--- src/design/cache_dma_pkg.sv ---
package cache_dma_pkg;

    //////////////////////////////////////////////////
    // Line geometry
    //////////////////////////////////////////////////

    // log2 of words per line, default and upper bound
    localparam int unsigned OFFSET_WIDTH_DEF = 2;
    localparam int unsigned OFFSET_WIDTH_MAX = 4;
    // Widest line the helpers accept
    localparam int unsigned LINE_MAX_W = 32 << OFFSET_WIDTH_MAX;

    // Access size, matches the memory port size field
    typedef enum logic [1:0] {
        SIZE_BYTE = 2'd0,
        SIZE_HALF = 2'd1,
        SIZE_WORD = 2'd2
    } size_e;

    //////////////////////////////////////////////////
    // Bus structs
    //////////////////////////////////////////////////

    // One memory request, 71 bits
    typedef struct packed {
        logic [31:0] addr;
        size_e       size;
        logic        wr;
        logic [31:0] wdata;
        logic [3:0]  wstrb;
    } mem_req_t;

    // Acknowledges steered back to one bypass unit
    typedef struct packed {
        logic addr_ok;
        logic data_ok;
    } fetch_rsp_t;

    // Line width in bits for a given offset width
    function automatic int unsigned MEM_LINE_W(input int unsigned offset_width);
        return 32 << offset_width;
    endfunction

    // Word select from a zero-extended line
    function automatic logic [31:0] word_of_line(input logic [LINE_MAX_W-1:0] line,
                                                 input logic [OFFSET_WIDTH_MAX-1:0] off);
        return line[{off, 5'b00000} +: 32];
    endfunction

    // Byte lanes touched by an access
    function automatic logic [3:0] strobe_of(input size_e size, input logic [1:0] addr_lo);
        case (size)
            SIZE_BYTE: strobe_of = 4'b0001 << addr_lo;
            SIZE_HALF: strobe_of = addr_lo[1] ? 4'b1100 : 4'b0011;
            default:   strobe_of = 4'b1111;
        endcase
    endfunction

endpackage

--- src/design/icache_dma.sv ---
`timescale 1ns/100ps

module icache_dma #(
    parameter int unsigned OFFSET_WIDTH = cache_dma_pkg::OFFSET_WIDTH_DEF
) (
    input  logic                     clk,
    input  logic                     rstn,
    // Pipeline fetch side
    input  logic [31:0]              fetch_addr,
    input  logic                     fetch_valid,
    output logic                     fetch_ready,
    output logic [63:0]              fetch_inst,
    output logic                     fetch_pair,
    // Arbiter side
    output logic                     ireq,
    output cache_dma_pkg::mem_req_t  ireq_bus,
    input  cache_dma_pkg::fetch_rsp_t irsp,
    input  logic [cache_dma_pkg::MEM_LINE_W(OFFSET_WIDTH)-1:0] mem_rdata
);
    import cache_dma_pkg::*;

    typedef enum logic [1:0] {
        S_IDLE = 2'd0,
        S_REQ  = 2'd1,
        S_WAIT = 2'd2
    } state_t;

    state_t state;
    state_t next_state;

    // Word offset of the fetch inside its line
    logic [OFFSET_WIDTH-1:0] fetch_off;
    logic [OFFSET_WIDTH-1:0] next_off;

    //////////////////////////////////////////////////
    // Bypass FSM
    //////////////////////////////////////////////////

    always_ff @(posedge clk or negedge rstn) begin
        if (!rstn) begin
            state <= S_IDLE;
        end else begin
            state <= next_state;
        end
    end

    always_comb begin
        next_state = state;
        case (state)
            S_IDLE: if (fetch_valid) next_state = S_REQ;
            S_REQ:  if (irsp.addr_ok) next_state = S_WAIT;
            S_WAIT: if (irsp.data_ok) next_state = S_IDLE;
            default: next_state = S_IDLE;
        endcase
    end

    // Request goes out in the same cycle valid is seen
    assign ireq = (state == S_IDLE && fetch_valid) || (state == S_REQ);
    // Ready when idle and quiet, or on the data beat
    assign fetch_ready = (state == S_IDLE && !fetch_valid) ||
                         (state == S_WAIT && irsp.data_ok);

    // Whole line read, address aligned down to line start
    always_comb begin
        ireq_bus.addr  = {fetch_addr[31:OFFSET_WIDTH+2], {(OFFSET_WIDTH+2){1'b0}}};
        ireq_bus.size  = SIZE_WORD;
        ireq_bus.wr    = 1'b0;
        ireq_bus.wdata = 32'd0;
        ireq_bus.wstrb = 4'b0000;
    end

    //////////////////////////////////////////////////
    // Dual instruction select
    //////////////////////////////////////////////////

    assign fetch_off = fetch_addr[OFFSET_WIDTH+1:2];
    assign next_off  = fetch_off + 1'b1;
    // No second slot at the last word of the line
    assign fetch_pair = ~&fetch_off;

    always_comb begin
        fetch_inst[31:0] = word_of_line(LINE_MAX_W'(mem_rdata), OFFSET_WIDTH_MAX'(fetch_off));
        if (fetch_pair) begin
            fetch_inst[63:32] = word_of_line(LINE_MAX_W'(mem_rdata),
                                             OFFSET_WIDTH_MAX'(next_off));
        end else begin
            fetch_inst[63:32] = 32'd0;
        end
    end

endmodule

--- src/design/dcache_dma.sv ---
`timescale 1ns/100ps

module dcache_dma #(
    parameter int unsigned OFFSET_WIDTH = cache_dma_pkg::OFFSET_WIDTH_DEF
) (
    input  logic                      clk,
    input  logic                      rstn,
    // Pipeline data side
    input  logic                      data_valid,
    input  logic                      data_wr,
    input  logic                      data_signed,
    input  cache_dma_pkg::size_e      data_size,
    input  logic [31:0]               data_addr,
    input  logic [31:0]               data_wdata,
    output logic                      data_ready,
    output logic [31:0]               data_rdata,
    // Arbiter side
    output logic                      dreq,
    output cache_dma_pkg::mem_req_t   dreq_bus,
    input  cache_dma_pkg::fetch_rsp_t drsp,
    input  logic [cache_dma_pkg::MEM_LINE_W(OFFSET_WIDTH)-1:0] mem_rdata
);
    import cache_dma_pkg::*;

    typedef enum logic [1:0] {
        S_IDLE = 2'd0,
        S_REQ  = 2'd1,
        S_WAIT = 2'd2
    } state_t;

    state_t state;
    state_t next_state;

    logic [31:0] load_word;
    // Addressed byte or half moved to bit 0
    logic [31:0] load_lane;

    //////////////////////////////////////////////////
    // Bypass FSM
    //////////////////////////////////////////////////

    always_ff @(posedge clk or negedge rstn) begin
        if (!rstn) begin
            state <= S_IDLE;
        end else begin
            state <= next_state;
        end
    end

    always_comb begin
        next_state = state;
        case (state)
            S_IDLE: if (data_valid) next_state = S_REQ;
            S_REQ:  if (drsp.addr_ok) next_state = S_WAIT;
            S_WAIT: if (drsp.data_ok) next_state = S_IDLE;
            default: next_state = S_IDLE;
        endcase
    end

    assign dreq = (state == S_IDLE && data_valid) || (state == S_REQ);
    // Store completion is also the data_ok beat
    assign data_ready = (state == S_IDLE && !data_valid) ||
                        (state == S_WAIT && drsp.data_ok);

    //////////////////////////////////////////////////
    // Request build
    //////////////////////////////////////////////////

    always_comb begin
        dreq_bus.size = data_size;
        dreq_bus.wr   = data_wr;
        if (data_wr) begin
            // Write-through, word address plus byte strobes
            dreq_bus.addr  = {data_addr[31:2], 2'b00};
            dreq_bus.wstrb = strobe_of(data_size, data_addr[1:0]);
        end else begin
            // Loads fetch the whole line, nothing allocated
            dreq_bus.addr  = {data_addr[31:OFFSET_WIDTH+2], {(OFFSET_WIDTH+2){1'b0}}};
            dreq_bus.wstrb = 4'b0000;
        end
        // Same data on every lane, strobes pick the live ones
        case (data_size)
            SIZE_BYTE: dreq_bus.wdata = {4{data_wdata[7:0]}};
            SIZE_HALF: dreq_bus.wdata = {2{data_wdata[15:0]}};
            default:   dreq_bus.wdata = data_wdata;
        endcase
    end

    //////////////////////////////////////////////////
    // Load return
    //////////////////////////////////////////////////

    assign load_word = word_of_line(LINE_MAX_W'(mem_rdata),
                                    OFFSET_WIDTH_MAX'(data_addr[OFFSET_WIDTH+1:2]));
    assign load_lane = load_word >> {data_addr[1:0], 3'b000};

    // Sign or zero extension by size
    always_comb begin
        case (data_size)
            SIZE_BYTE: data_rdata = {{24{data_signed & load_lane[7]}}, load_lane[7:0]};
            SIZE_HALF: data_rdata = {{16{data_signed & load_lane[15]}}, load_lane[15:0]};
            default:   data_rdata = load_word;
        endcase
    end

endmodule

--- src/design/mem_arbiter.sv ---
`timescale 1ns/100ps

module mem_arbiter (
    input  logic                      clk,
    input  logic                      rstn,
    // Bypass unit side
    input  logic                      ireq,
    input  logic                      dreq,
    input  cache_dma_pkg::mem_req_t   ireq_bus,
    input  cache_dma_pkg::mem_req_t   dreq_bus,
    output cache_dma_pkg::fetch_rsp_t irsp,
    output cache_dma_pkg::fetch_rsp_t drsp,
    // Memory port
    output logic                      mem_req,
    output cache_dma_pkg::mem_req_t   mem_bus,
    input  logic                      mem_addr_ok,
    input  logic                      mem_data_ok
);
    // Owner encoding
    localparam logic OWN_I = 1'b0;
    localparam logic OWN_D = 1'b1;

    // Transaction accepted, waiting for data_ok
    logic busy;
    // Request on the port, not yet accepted
    logic offer;
    logic owner;
    logic last_winner;
    // Requester chosen this cycle
    logic grant;
    logic grant_req;
    logic accept;

    //////////////////////////////////////////////////
    // Selection
    //////////////////////////////////////////////////

    always_comb begin
        if (offer) begin
            // Stay on the offered request until accepted
            grant = owner;
        end else if (ireq && dreq) begin
            // Whoever lost last time goes first
            grant = (last_winner == OWN_I) ? OWN_D : OWN_I;
        end else if (dreq) begin
            grant = OWN_D;
        end else begin
            grant = OWN_I;
        end
    end

    assign grant_req = (grant == OWN_D) ? dreq : ireq;

    // No added cycle, port follows the granted unit directly
    assign mem_req = !busy && grant_req;
    assign mem_bus = (grant == OWN_D) ? dreq_bus : ireq_bus;
    assign accept  = mem_req && mem_addr_ok;

    //////////////////////////////////////////////////
    // Acknowledge steering
    //////////////////////////////////////////////////

    // addr_ok to the live grant, data_ok to the stored owner
    assign irsp.addr_ok = accept && (grant == OWN_I);
    assign drsp.addr_ok = accept && (grant == OWN_D);
    assign irsp.data_ok = busy && mem_data_ok && (owner == OWN_I);
    assign drsp.data_ok = busy && mem_data_ok && (owner == OWN_D);

    //////////////////////////////////////////////////
    // Grant state
    //////////////////////////////////////////////////

    always_ff @(posedge clk or negedge rstn) begin
        if (!rstn) begin
            busy        <= 1'b0;
            offer       <= 1'b0;
            owner       <= OWN_I;
            last_winner <= OWN_D;
        end else begin
            if (accept) begin
                busy        <= 1'b1;
                offer       <= 1'b0;
                owner       <= grant;
                last_winner <= grant;
            end else if (mem_req && !offer) begin
                // Lock the choice while memory stalls addr_ok
                offer <= 1'b1;
                owner <= grant;
            end
            if (busy && mem_data_ok) begin
                busy <= 1'b0;
            end
        end
    end

endmodule

--- src/design/cache_dma_top.sv ---
`timescale 1ns/100ps

module cache_dma_top #(
    parameter int unsigned OFFSET_WIDTH = cache_dma_pkg::OFFSET_WIDTH_DEF
) (
    input  logic                    clk,
    input  logic                    rstn,
    // Fetch side
    input  logic [31:0]             fetch_addr,
    input  logic                    fetch_valid,
    output logic                    fetch_ready,
    output logic [63:0]             fetch_inst,
    output logic                    fetch_pair,
    // Load and store side
    input  logic                    data_valid,
    input  logic                    data_wr,
    input  cache_dma_pkg::size_e    data_size,
    input  logic [31:0]             data_addr,
    input  logic [31:0]             data_wdata,
    input  logic                    data_signed,
    output logic                    data_ready,
    output logic [31:0]             data_rdata,
    // External memory
    output logic                    mem_req,
    output cache_dma_pkg::mem_req_t mem_bus,
    input  logic                    mem_addr_ok,
    input  logic                    mem_data_ok,
    input  logic [cache_dma_pkg::MEM_LINE_W(OFFSET_WIDTH)-1:0] mem_rdata
);
    import cache_dma_pkg::*;

    // Bypass unit to arbiter
    logic       ireq;
    logic       dreq;
    mem_req_t   ireq_bus;
    mem_req_t   dreq_bus;
    fetch_rsp_t irsp;
    fetch_rsp_t drsp;

    //////////////////////////////////////////////////
    // Bypass units
    //////////////////////////////////////////////////

    icache_dma #(
        .OFFSET_WIDTH(OFFSET_WIDTH)
    ) u_icache_dma (
        .clk        (clk),
        .rstn       (rstn),
        .fetch_addr (fetch_addr),
        .fetch_valid(fetch_valid),
        .fetch_ready(fetch_ready),
        .fetch_inst (fetch_inst),
        .fetch_pair (fetch_pair),
        .ireq       (ireq),
        .ireq_bus   (ireq_bus),
        .irsp       (irsp),
        .mem_rdata  (mem_rdata)
    );

    dcache_dma #(
        .OFFSET_WIDTH(OFFSET_WIDTH)
    ) u_dcache_dma (
        .clk        (clk),
        .rstn       (rstn),
        .data_valid (data_valid),
        .data_wr    (data_wr),
        .data_signed(data_signed),
        .data_size  (data_size),
        .data_addr  (data_addr),
        .data_wdata (data_wdata),
        .data_ready (data_ready),
        .data_rdata (data_rdata),
        .dreq       (dreq),
        .dreq_bus   (dreq_bus),
        .drsp       (drsp),
        .mem_rdata  (mem_rdata)
    );

    // Single port, one transaction in flight
    mem_arbiter u_mem_arbiter (
        .clk        (clk),
        .rstn       (rstn),
        .ireq       (ireq),
        .dreq       (dreq),
        .ireq_bus   (ireq_bus),
        .dreq_bus   (dreq_bus),
        .irsp       (irsp),
        .drsp       (drsp),
        .mem_req    (mem_req),
        .mem_bus    (mem_bus),
        .mem_addr_ok(mem_addr_ok),
        .mem_data_ok(mem_data_ok)
    );

endmodule

--- config.mk ---
export PLATFORM = sky130hd
export DESIGN_NAME = cache_dma_top
export DESIGN_NICKNAME = d
export VERILOG_FILES = /design/src/design/cache_dma_pkg.sv /design/src/design/icache_dma.sv /design/src/design/dcache_dma.sv /design/src/design/mem_arbiter.sv /design/src/design/cache_dma_top.sv
export SDC_FILE = /design/constraint.sdc
export NUM_CORES = 1
export LEC_CHECK = 0
export ABC_AREA = 0
export BUFFER_PORTS_ARGS = -buffer_cell sky130_fd_sc_hd__clkbuf_2
export CORE_AREA = 2 2 155 157
export CTS_BUF_LIST = sky130_fd_sc_hd__clkbuf_16
export DETAILED_ROUTE_END_ITERATION = 10
export DIE_AREA = 0 0 157 159
export PLACE_DENSITY = 0.53
export SKIP_CTS_REPAIR_TIMING = 1
export SLEW_MARGIN = 20
export SYNTH_ARGS = -nofsm -noshare
export SYNTH_HDL_FRONTEND = slang
export SYNTH_SLANG_ARGS = --single-unit
export TNS_END_PERCENT = 100
--- constraint.sdc ---
create_clock -name clk -period 6.2 [get_ports clk]
set_input_delay 1.86 -clock clk [delete_from_list [all_inputs] [get_ports clk]]
set_output_delay 1.86 -clock clk [all_outputs]
set_load 0.1 [all_outputs]
==> summary.md, run 1 <==
| Metric | Value |
|---|---|
| Worst Path Arrival | `4.16 ns` |
| Peak supply drop | `slightly below 0.3 mV` |
| Post-synthesis sequential area ratio | `4.18%` |
| Die H | `~160 µm` |
| Synth Instances | `roughly 470` |
| Final Slew Violations | `0` |
| Final Cell Area | `~9000 µm²` |
| Logic pwr share | `94.9%` |
| CTS tree | `built` |
| Crit Path Max Fanout | `16` |
| Net Switching | `2840 µW` |
| Post-synth EDFFs | `0` |
| Row count | `between 50 and 60` |
| GR Overflow Total | `0` |
| Post-layout min period | `6.02 ns` |
| CP Class | `input port to primary output` |
| 1st-iter DRT viols | `180` |
| Detailed-route DRC error count | `0` |
| Crit start category | `input port` |
| Critical path required time | `4.34 ns` |
| Max Root-Sink Buffers | `2` |
| Synth top area cells | `mux4_2 (45%), mux2_2 (7.2%), mux2i_1 (6.4%), and2_1 (5.6%), dfrtp_1 (3.6%)` |
| Synth warn | `0` |
| Placed cells | `1150` |
| Core footprint | `about 23000 µm²` |
| Critical path endpoint category | `primary output` |
| First-pass GRT wire length | `36800 µm` |
| Crit-path cells | `clkbuf_2 > mux4_1 > mux4_2 > a211oi_4 > buf_12 > o21ai_0 > buf_12` |
| Reg2reg start | `u_icache_dma.state[0]` |
| RR Endpoint | `u_icache_dma.state[1]` |
| Final ANT Viol Nets | `0` |
| Worst rel slew slack | `53.6%` |
| Clock share of power | `2.6%` |
| Layout area overhead | `85.7%` |
| Synth top area share | `around 45%` |
| Starting Density | `20.8%` |
| Most frequent cell after synthesis | `mux4_2` |
| Num CTS Buffers | `3` |
| Worst Skew | `0.00492 ns` |
| Flop pwr share | `2.5%` |
| Root Buffer | `clkbuf_16` |
| Area of the multi-input gates | `4330 µm²` |
| Final Hold Fails | `0` |
| Leak pwr | `0.00401 µW` |
| CP max-delay cell | `mux4_1` |
| Outcome | `completed` |
| Via count of the first global-routing pass | `5781` |
| Max Freq | `166 MHz` |
| Most area-hungry cell type in the Yosys netlist | `mux4_2` |
| Drt first pass iters | `4` |
| Worst Hold Depth | `1` |
| RSZ-0062 raised after global routing | `no` |
| # IOs | `405` |
| Via count | `5609` |
| FF+latch area | `just over 200 µm²` |
| Max-cap viol count | `0` |
| Tot Pwr | `approximately 4200 µW` |
| Layout cell share with drive strength beyond 1 | `68.7%` |
| Non-filler instance count after layout | `1156` |
| Final wirelength | `25100 µm` |
| Power Internal | `around 1400 µW` |
| Net Sw Frac | `67.0%` |
| FILL cells | `2274` |
| Initial antenna violation count | `1` |
| Synth Flop Type | `dfrtp_1` |
| Cell mode on critical path | `buf_12` |
| Path type of the worst min-delay path | `flip-flop to flip-flop` |
| Placed Instance Area | `slightly below 9000 µm²` |
| Largest net degree at the start of global routing | `65` |
| Commonest cells post-synth | `mux4_2 (96), and2_1 (43), nand2_1 (42)` |
| Worst Tran Pin Value | `0.695 ns` |
| Cell area after synthesis | `around 4800 µm²` |
| H-tree depth | `1` |
| Power per cell area | `474 nW/µm²` |
| Hold_sp | `u_mem_arbiter.busy` |
| WHS Endpoint | `u_mem_arbiter.busy` |
| Worst R2R Path Depth | `5` |
| Max incr delay on CP | `0.59 ns` |
| PortBufs | `400` |
| Die area | `25000 µm²` |
| Mean Syn Cell Area | `between 10 and 15 µm²` |
| Worst skew pair latency | `0.24 ns` |
| Final #Nets | `1071` |
| Unique masters post-synth | `slightly below 50` |
| Gr usage total | `19.5%` |
| Final Setup Violations | `0` |
| Clk sink count | `8` |
| Worst-path clk slew | `0.03 ns` |
| Vias per cell | `between 4 and 5` |
| Yosys reg bits | `8` |
| Final Cycle Share | `slightly below 100%` |
| GPL Wtd Cong | `0.804` |
| WL/cell | `21.8 µm` |
| Die W | `between 150 and 200 µm` |
| R2R setup slack | `4.48 ns` |
| Async S/R FF share, synth | `between 90% and 100%` |
| Dpl hpwl | `21500 µm` |
worst max-delay path: cells and delay by family:
kind / cells / cell delay, ns
muxes: 2 / 1.13
buffers and inverters: 3 / 0.68
AOI/OAI and AO/OA: 2 / 0.45
how the worst max path moves through the flow:
| stage | from | end | slack (ns) | cells after the start |
|---|---|---|---|---|
| 4_1_cts | data_addr[0] | data_rdata[20] | 0.16 | 7 |
| 2_1_floorplan | data_addr[0] | data_rdata[20] | -0.52 | 6 |
| 3_3_place_gp | data_addr[0] | data_rdata[20] | 0.20 | 7 |
| 6_report | data_addr[0] | data_rdata[20] | 0.18 | 7 |
| 3_5_place_dp | data_addr[0] | data_rdata[20] | 0.17 | 7 |
| 5_1_grt | data_addr[0] | data_rdata[20] | 0.10 | 7 |
per-stage QoR:
step / setup TNS [ns] / hold slack [ns] / setup slack (ns) / utilization (%)
2_1_floorplan: -3.11 / 0.496 / -0.518 / -
5_1_grt: 0 / 0.570 / 0.103 / 38.6
4_1_cts: 0 / 0.530 / 0.157 / 38.6
3_5_place_dp: 0 / 0.523 / 0.171 / 38.2
6_report: 0 / 0.525 / 0.179 / 38.6
3_3_place_gp: 0 / 0.522 / 0.204 / 38.2
routing by layer:
layer	GRT usage [%]	wire length, µm	vias up
met5	0	0	-
met4	3.17	319	0
met3	3.76	1850	15
met2	37.9	13800	280
met1	22.0	9160	2726
li1	-	-	2588
sequential cells by signal, summed over array words and instances, names as in the netlist:
register,count
u_mem_arbiter.owner,1
u_icache_dma.state,2
u_mem_arbiter.offer,1
u_mem_arbiter.last_winner,1
u_dcache_dma.state,2
u_mem_arbiter.busy,1
area by class of cell:
class,count,share of cell area [%]
clock inverters,1,0.0419
multi-input cells,401,48.4
repair buffers,417,43.8
well taps,319,4.46
clock buffers,3,0.838
diodes,2,0.0559
inverters,5,0.210
flip-flops and latches,8,2.25
logic make-up after synthesis:
logic type               after synthesis  synth area share (%)
buffers and inverters                 59                  6.49
flip-flops                             8                  4.18
multiplexers                         163                  61.2
AND/OR/NAND/NOR                      157                  16.5
AO/OA/AOI/OAI                         78                  11.3
adder cells (fa/ha/maj)                1                 0.259
other                                  1                0.0778
power groups by stage:
stage / Sequential [µW] / Combinational, µW / Clock (µW)
floorplan: 100 / 2740 / 0
detailed placement: 106 / 4050 / 0
global route: 112 / 4140 / 115
CTS: 105 / 4060 / 113
finish: 106 / 4030 / 111
global placement: 105 / 4050 / 0
placed cells by master, fill, tap and decap left out, drive strengths merged, types with 8 or more instances in the layout:
cell type | synthesis | layout
clkbuf | 22 | 288
buf | 30 | 132
mux4 | 101 | 101
and2 | 43 | 43
nand2 | 42 | 42
nor2 | 38 | 38
mux2i | 31 | 31
mux2 | 31 | 31
a21oi | 28 | 28
o21ai | 16 | 16
nand2b | 11 | 11
and3 | 9 | 9
o211ai | 8 | 8
Power figures use the tool's default switching activity.
==> run 2, diff against run 1 <==
- CTS_BUF_LIST: sky130_fd_sc_hd__clkbuf_16 -> default
- SLEW_MARGIN: 20 -> default
==> run 2 against run 1 <==
- clock skew is essentially flat
- clock-buffer cell count grew 1
- non-clock buffer count unchanged
- design area is the same
- highest routed layer unchanged
- largest power group unchanged
- combinational power is essentially flat
- largest cell class unchanged
- critical path depth unchanged
- sequential power about the same
- hold slack unchanged
- setup slack barely moved
==> summary.md, run 2 (same netlist as run 1, synthesis figures left out) <==
| Metric | Value |
|---|---|
| Initial antenna violation count | `1` |
| Gr usage total | `19.5%` |
| Worst Skew | `0.00466 ns` |
| Critical path endpoint category | `primary output` |
| Max-cap viol count | `0` |
| WL/cell | `21.8 µm` |
| Die W | `157 µm` |
| Critical path required time | `4.34 ns` |
| Num CTS Buffers | `3` |
| Path type of the worst min-delay path | `flip-flop to flip-flop` |
| Final wirelength | `about 25000 µm` |
| Root Buffer | `clkbuf_16` |
| Final #Nets | `between 1000 and 1500` |
| Clk sink count | `8` |
| H-tree depth | `1` |
| Worst R2R Path Depth | `5` |
| GR Overflow Total | `0` |
| Final Cell Area | `8950 µm²` |
| Final Setup Violations | `0` |
| Worst Hold Depth | `1` |
| Final Slew Violations | `0` |
| Worst skew pair latency | `0.24 ns` |
| Drt first pass iters | `4` |
| Final ANT Viol Nets | `0` |
| Layout cell share with drive strength beyond 1 | `68.7%` |
| Leak pwr | `0.00401 µW` |
| Final Cycle Share | `97.1%` |
| Placed Instance Area | `8870 µm²` |
| PortBufs | `400` |
| Worst Tran Pin Value | `0.695 ns` |
| Starting Density | `20.8%` |
| Setup TNS | `0 ns` |
| Peak supply drop | `0.298 mV` |
| Final Hold Fails | `0` |
| Via count | `5606` |
| CTS tree | `built` |
| Dpl hpwl | `21500 µm` |
| Commonest non-fill, non-tap cell in the layout | `clkbuf_2` |
| Layout area overhead | `85.7%` |
| Most frequent cells in the layout | `clkbuf_2 (285), buf_12 (120), mux4_2 (96)` |
| First-pass GRT wire length | `36800 µm` |
| GPL Wtd Cong | `about 0.80` |
| Outcome | `completed` |
| Die H | `between 150 and 200 µm` |
| Via count of the first global-routing pass | `5781` |
| Power per cell area | `474 nW/µm²` |
| 1st-iter DRT viols | `180` |
| Setup WS pre-CTS | `0.171 ns` |
| Worst rel slew slack | `roughly 54%` |
| Crit Path Max Fanout | `16` |
| Row count | `56` |
| Worst-path clk slew | `around 0.03 ns` |
| Core footprint | `~23000 µm²` |
| Post-layout min period | `6.02 ns` |
| Max Freq | `166 MHz` |
| Detailed-route DRC error count | `0` |
| Die area | `25000 µm²` |
| Regs by FF count | `u_dcache_dma.state (2), u_icache_dma.state (2)` |
| RSZ-0062 raised after global routing | `no` |
| Worst Path Arrival | `4.16 ns` |
| CP Class | `input port to primary output` |
| Tot Pwr | `around 4200 µW` |
| Final Worst Setup Slack | `0.179 ns` |
| Vias per cell | `4.85` |
| Crit start category | `input port` |
| Max Root-Sink Buffers | `2` |
| Largest net degree at the start of global routing | `between 60 and 70` |
| # IOs | `405` |
-- run 2: cell types whose count changed in the layout (fill, tap and decap cells not counted) --
cell,before,now
clkbuf_1,0,1
inv_1,6,5
-- run 2: worst paths after layout --
| check | endpoint | startpoint | slack [ns] |
|---|---|---|---|
| worst max-delay path | data_rdata[20] | data_addr[0] | 0.18 |
| worst min-delay path | u_mem_arbiter.busy | u_mem_arbiter.busy | 0.53 |
| worst max register to register | u_icache_dma.state[1] | u_icache_dma.state[0] | 4.48 |
| worst min register to register | u_mem_arbiter.busy | u_mem_arbiter.busy | 0.53 |
| max in group asynchronous | u_mem_arbiter.last_winner | rstn | 4.49 |
| min in group asynchronous | u_dcache_dma.state[0] | rstn | 1.46 |
-- run 2: power by group --
part | switching, µW | internal (µW) | leakage (µW)
Clock | 26.3 | 85.7 | 0.0000382
Combinational | 2790 | 1240 | 0.00388
Sequential | 26.6 | 79.1 | 0.0000940
-- run 2: metrics by stage --
stage | std cells | utilization, % | hold WS (ns)
floorplan | 468 | - | 0.496
global placement | 1150 | 38.2 | 0.522
detailed placement | 1150 | 38.2 | 0.523
CTS | 1154 | 38.6 | 0.530
global route | 1155 | 38.6 | 0.570
finish | 1156 | 38.6 | 0.525
-- run 2: area by class of cell --
cell class | count | area (µm²)
antenna | 2 | 5.00
multi-input combinational | 401 | 4330
fill | 2274 | 14200
sequential | 8 | 201
clock buffer | 4 | 78.8
inverter | 5 | 18.8
timing repair buffer | 417 | 3920
tap | 319 | 399
-- run 2: worst max-delay path: stages --
cell and delay, ns:
clkbuf_2 0.25, mux4_1 0.59, mux4_2 0.54, a211oi_4 0.30
buf_12 0.19, o21ai_0 0.15, buf_12 0.24
-- run 2: metal layers --
layer	track usage [%]	vias up	share of wire (%)
met3	3.76	15	7.3
met1	22.0	2723	36
li1	-	2588	-
met4	3.17	0	1.3
met5	0	-	0
met2	37.9	280	55
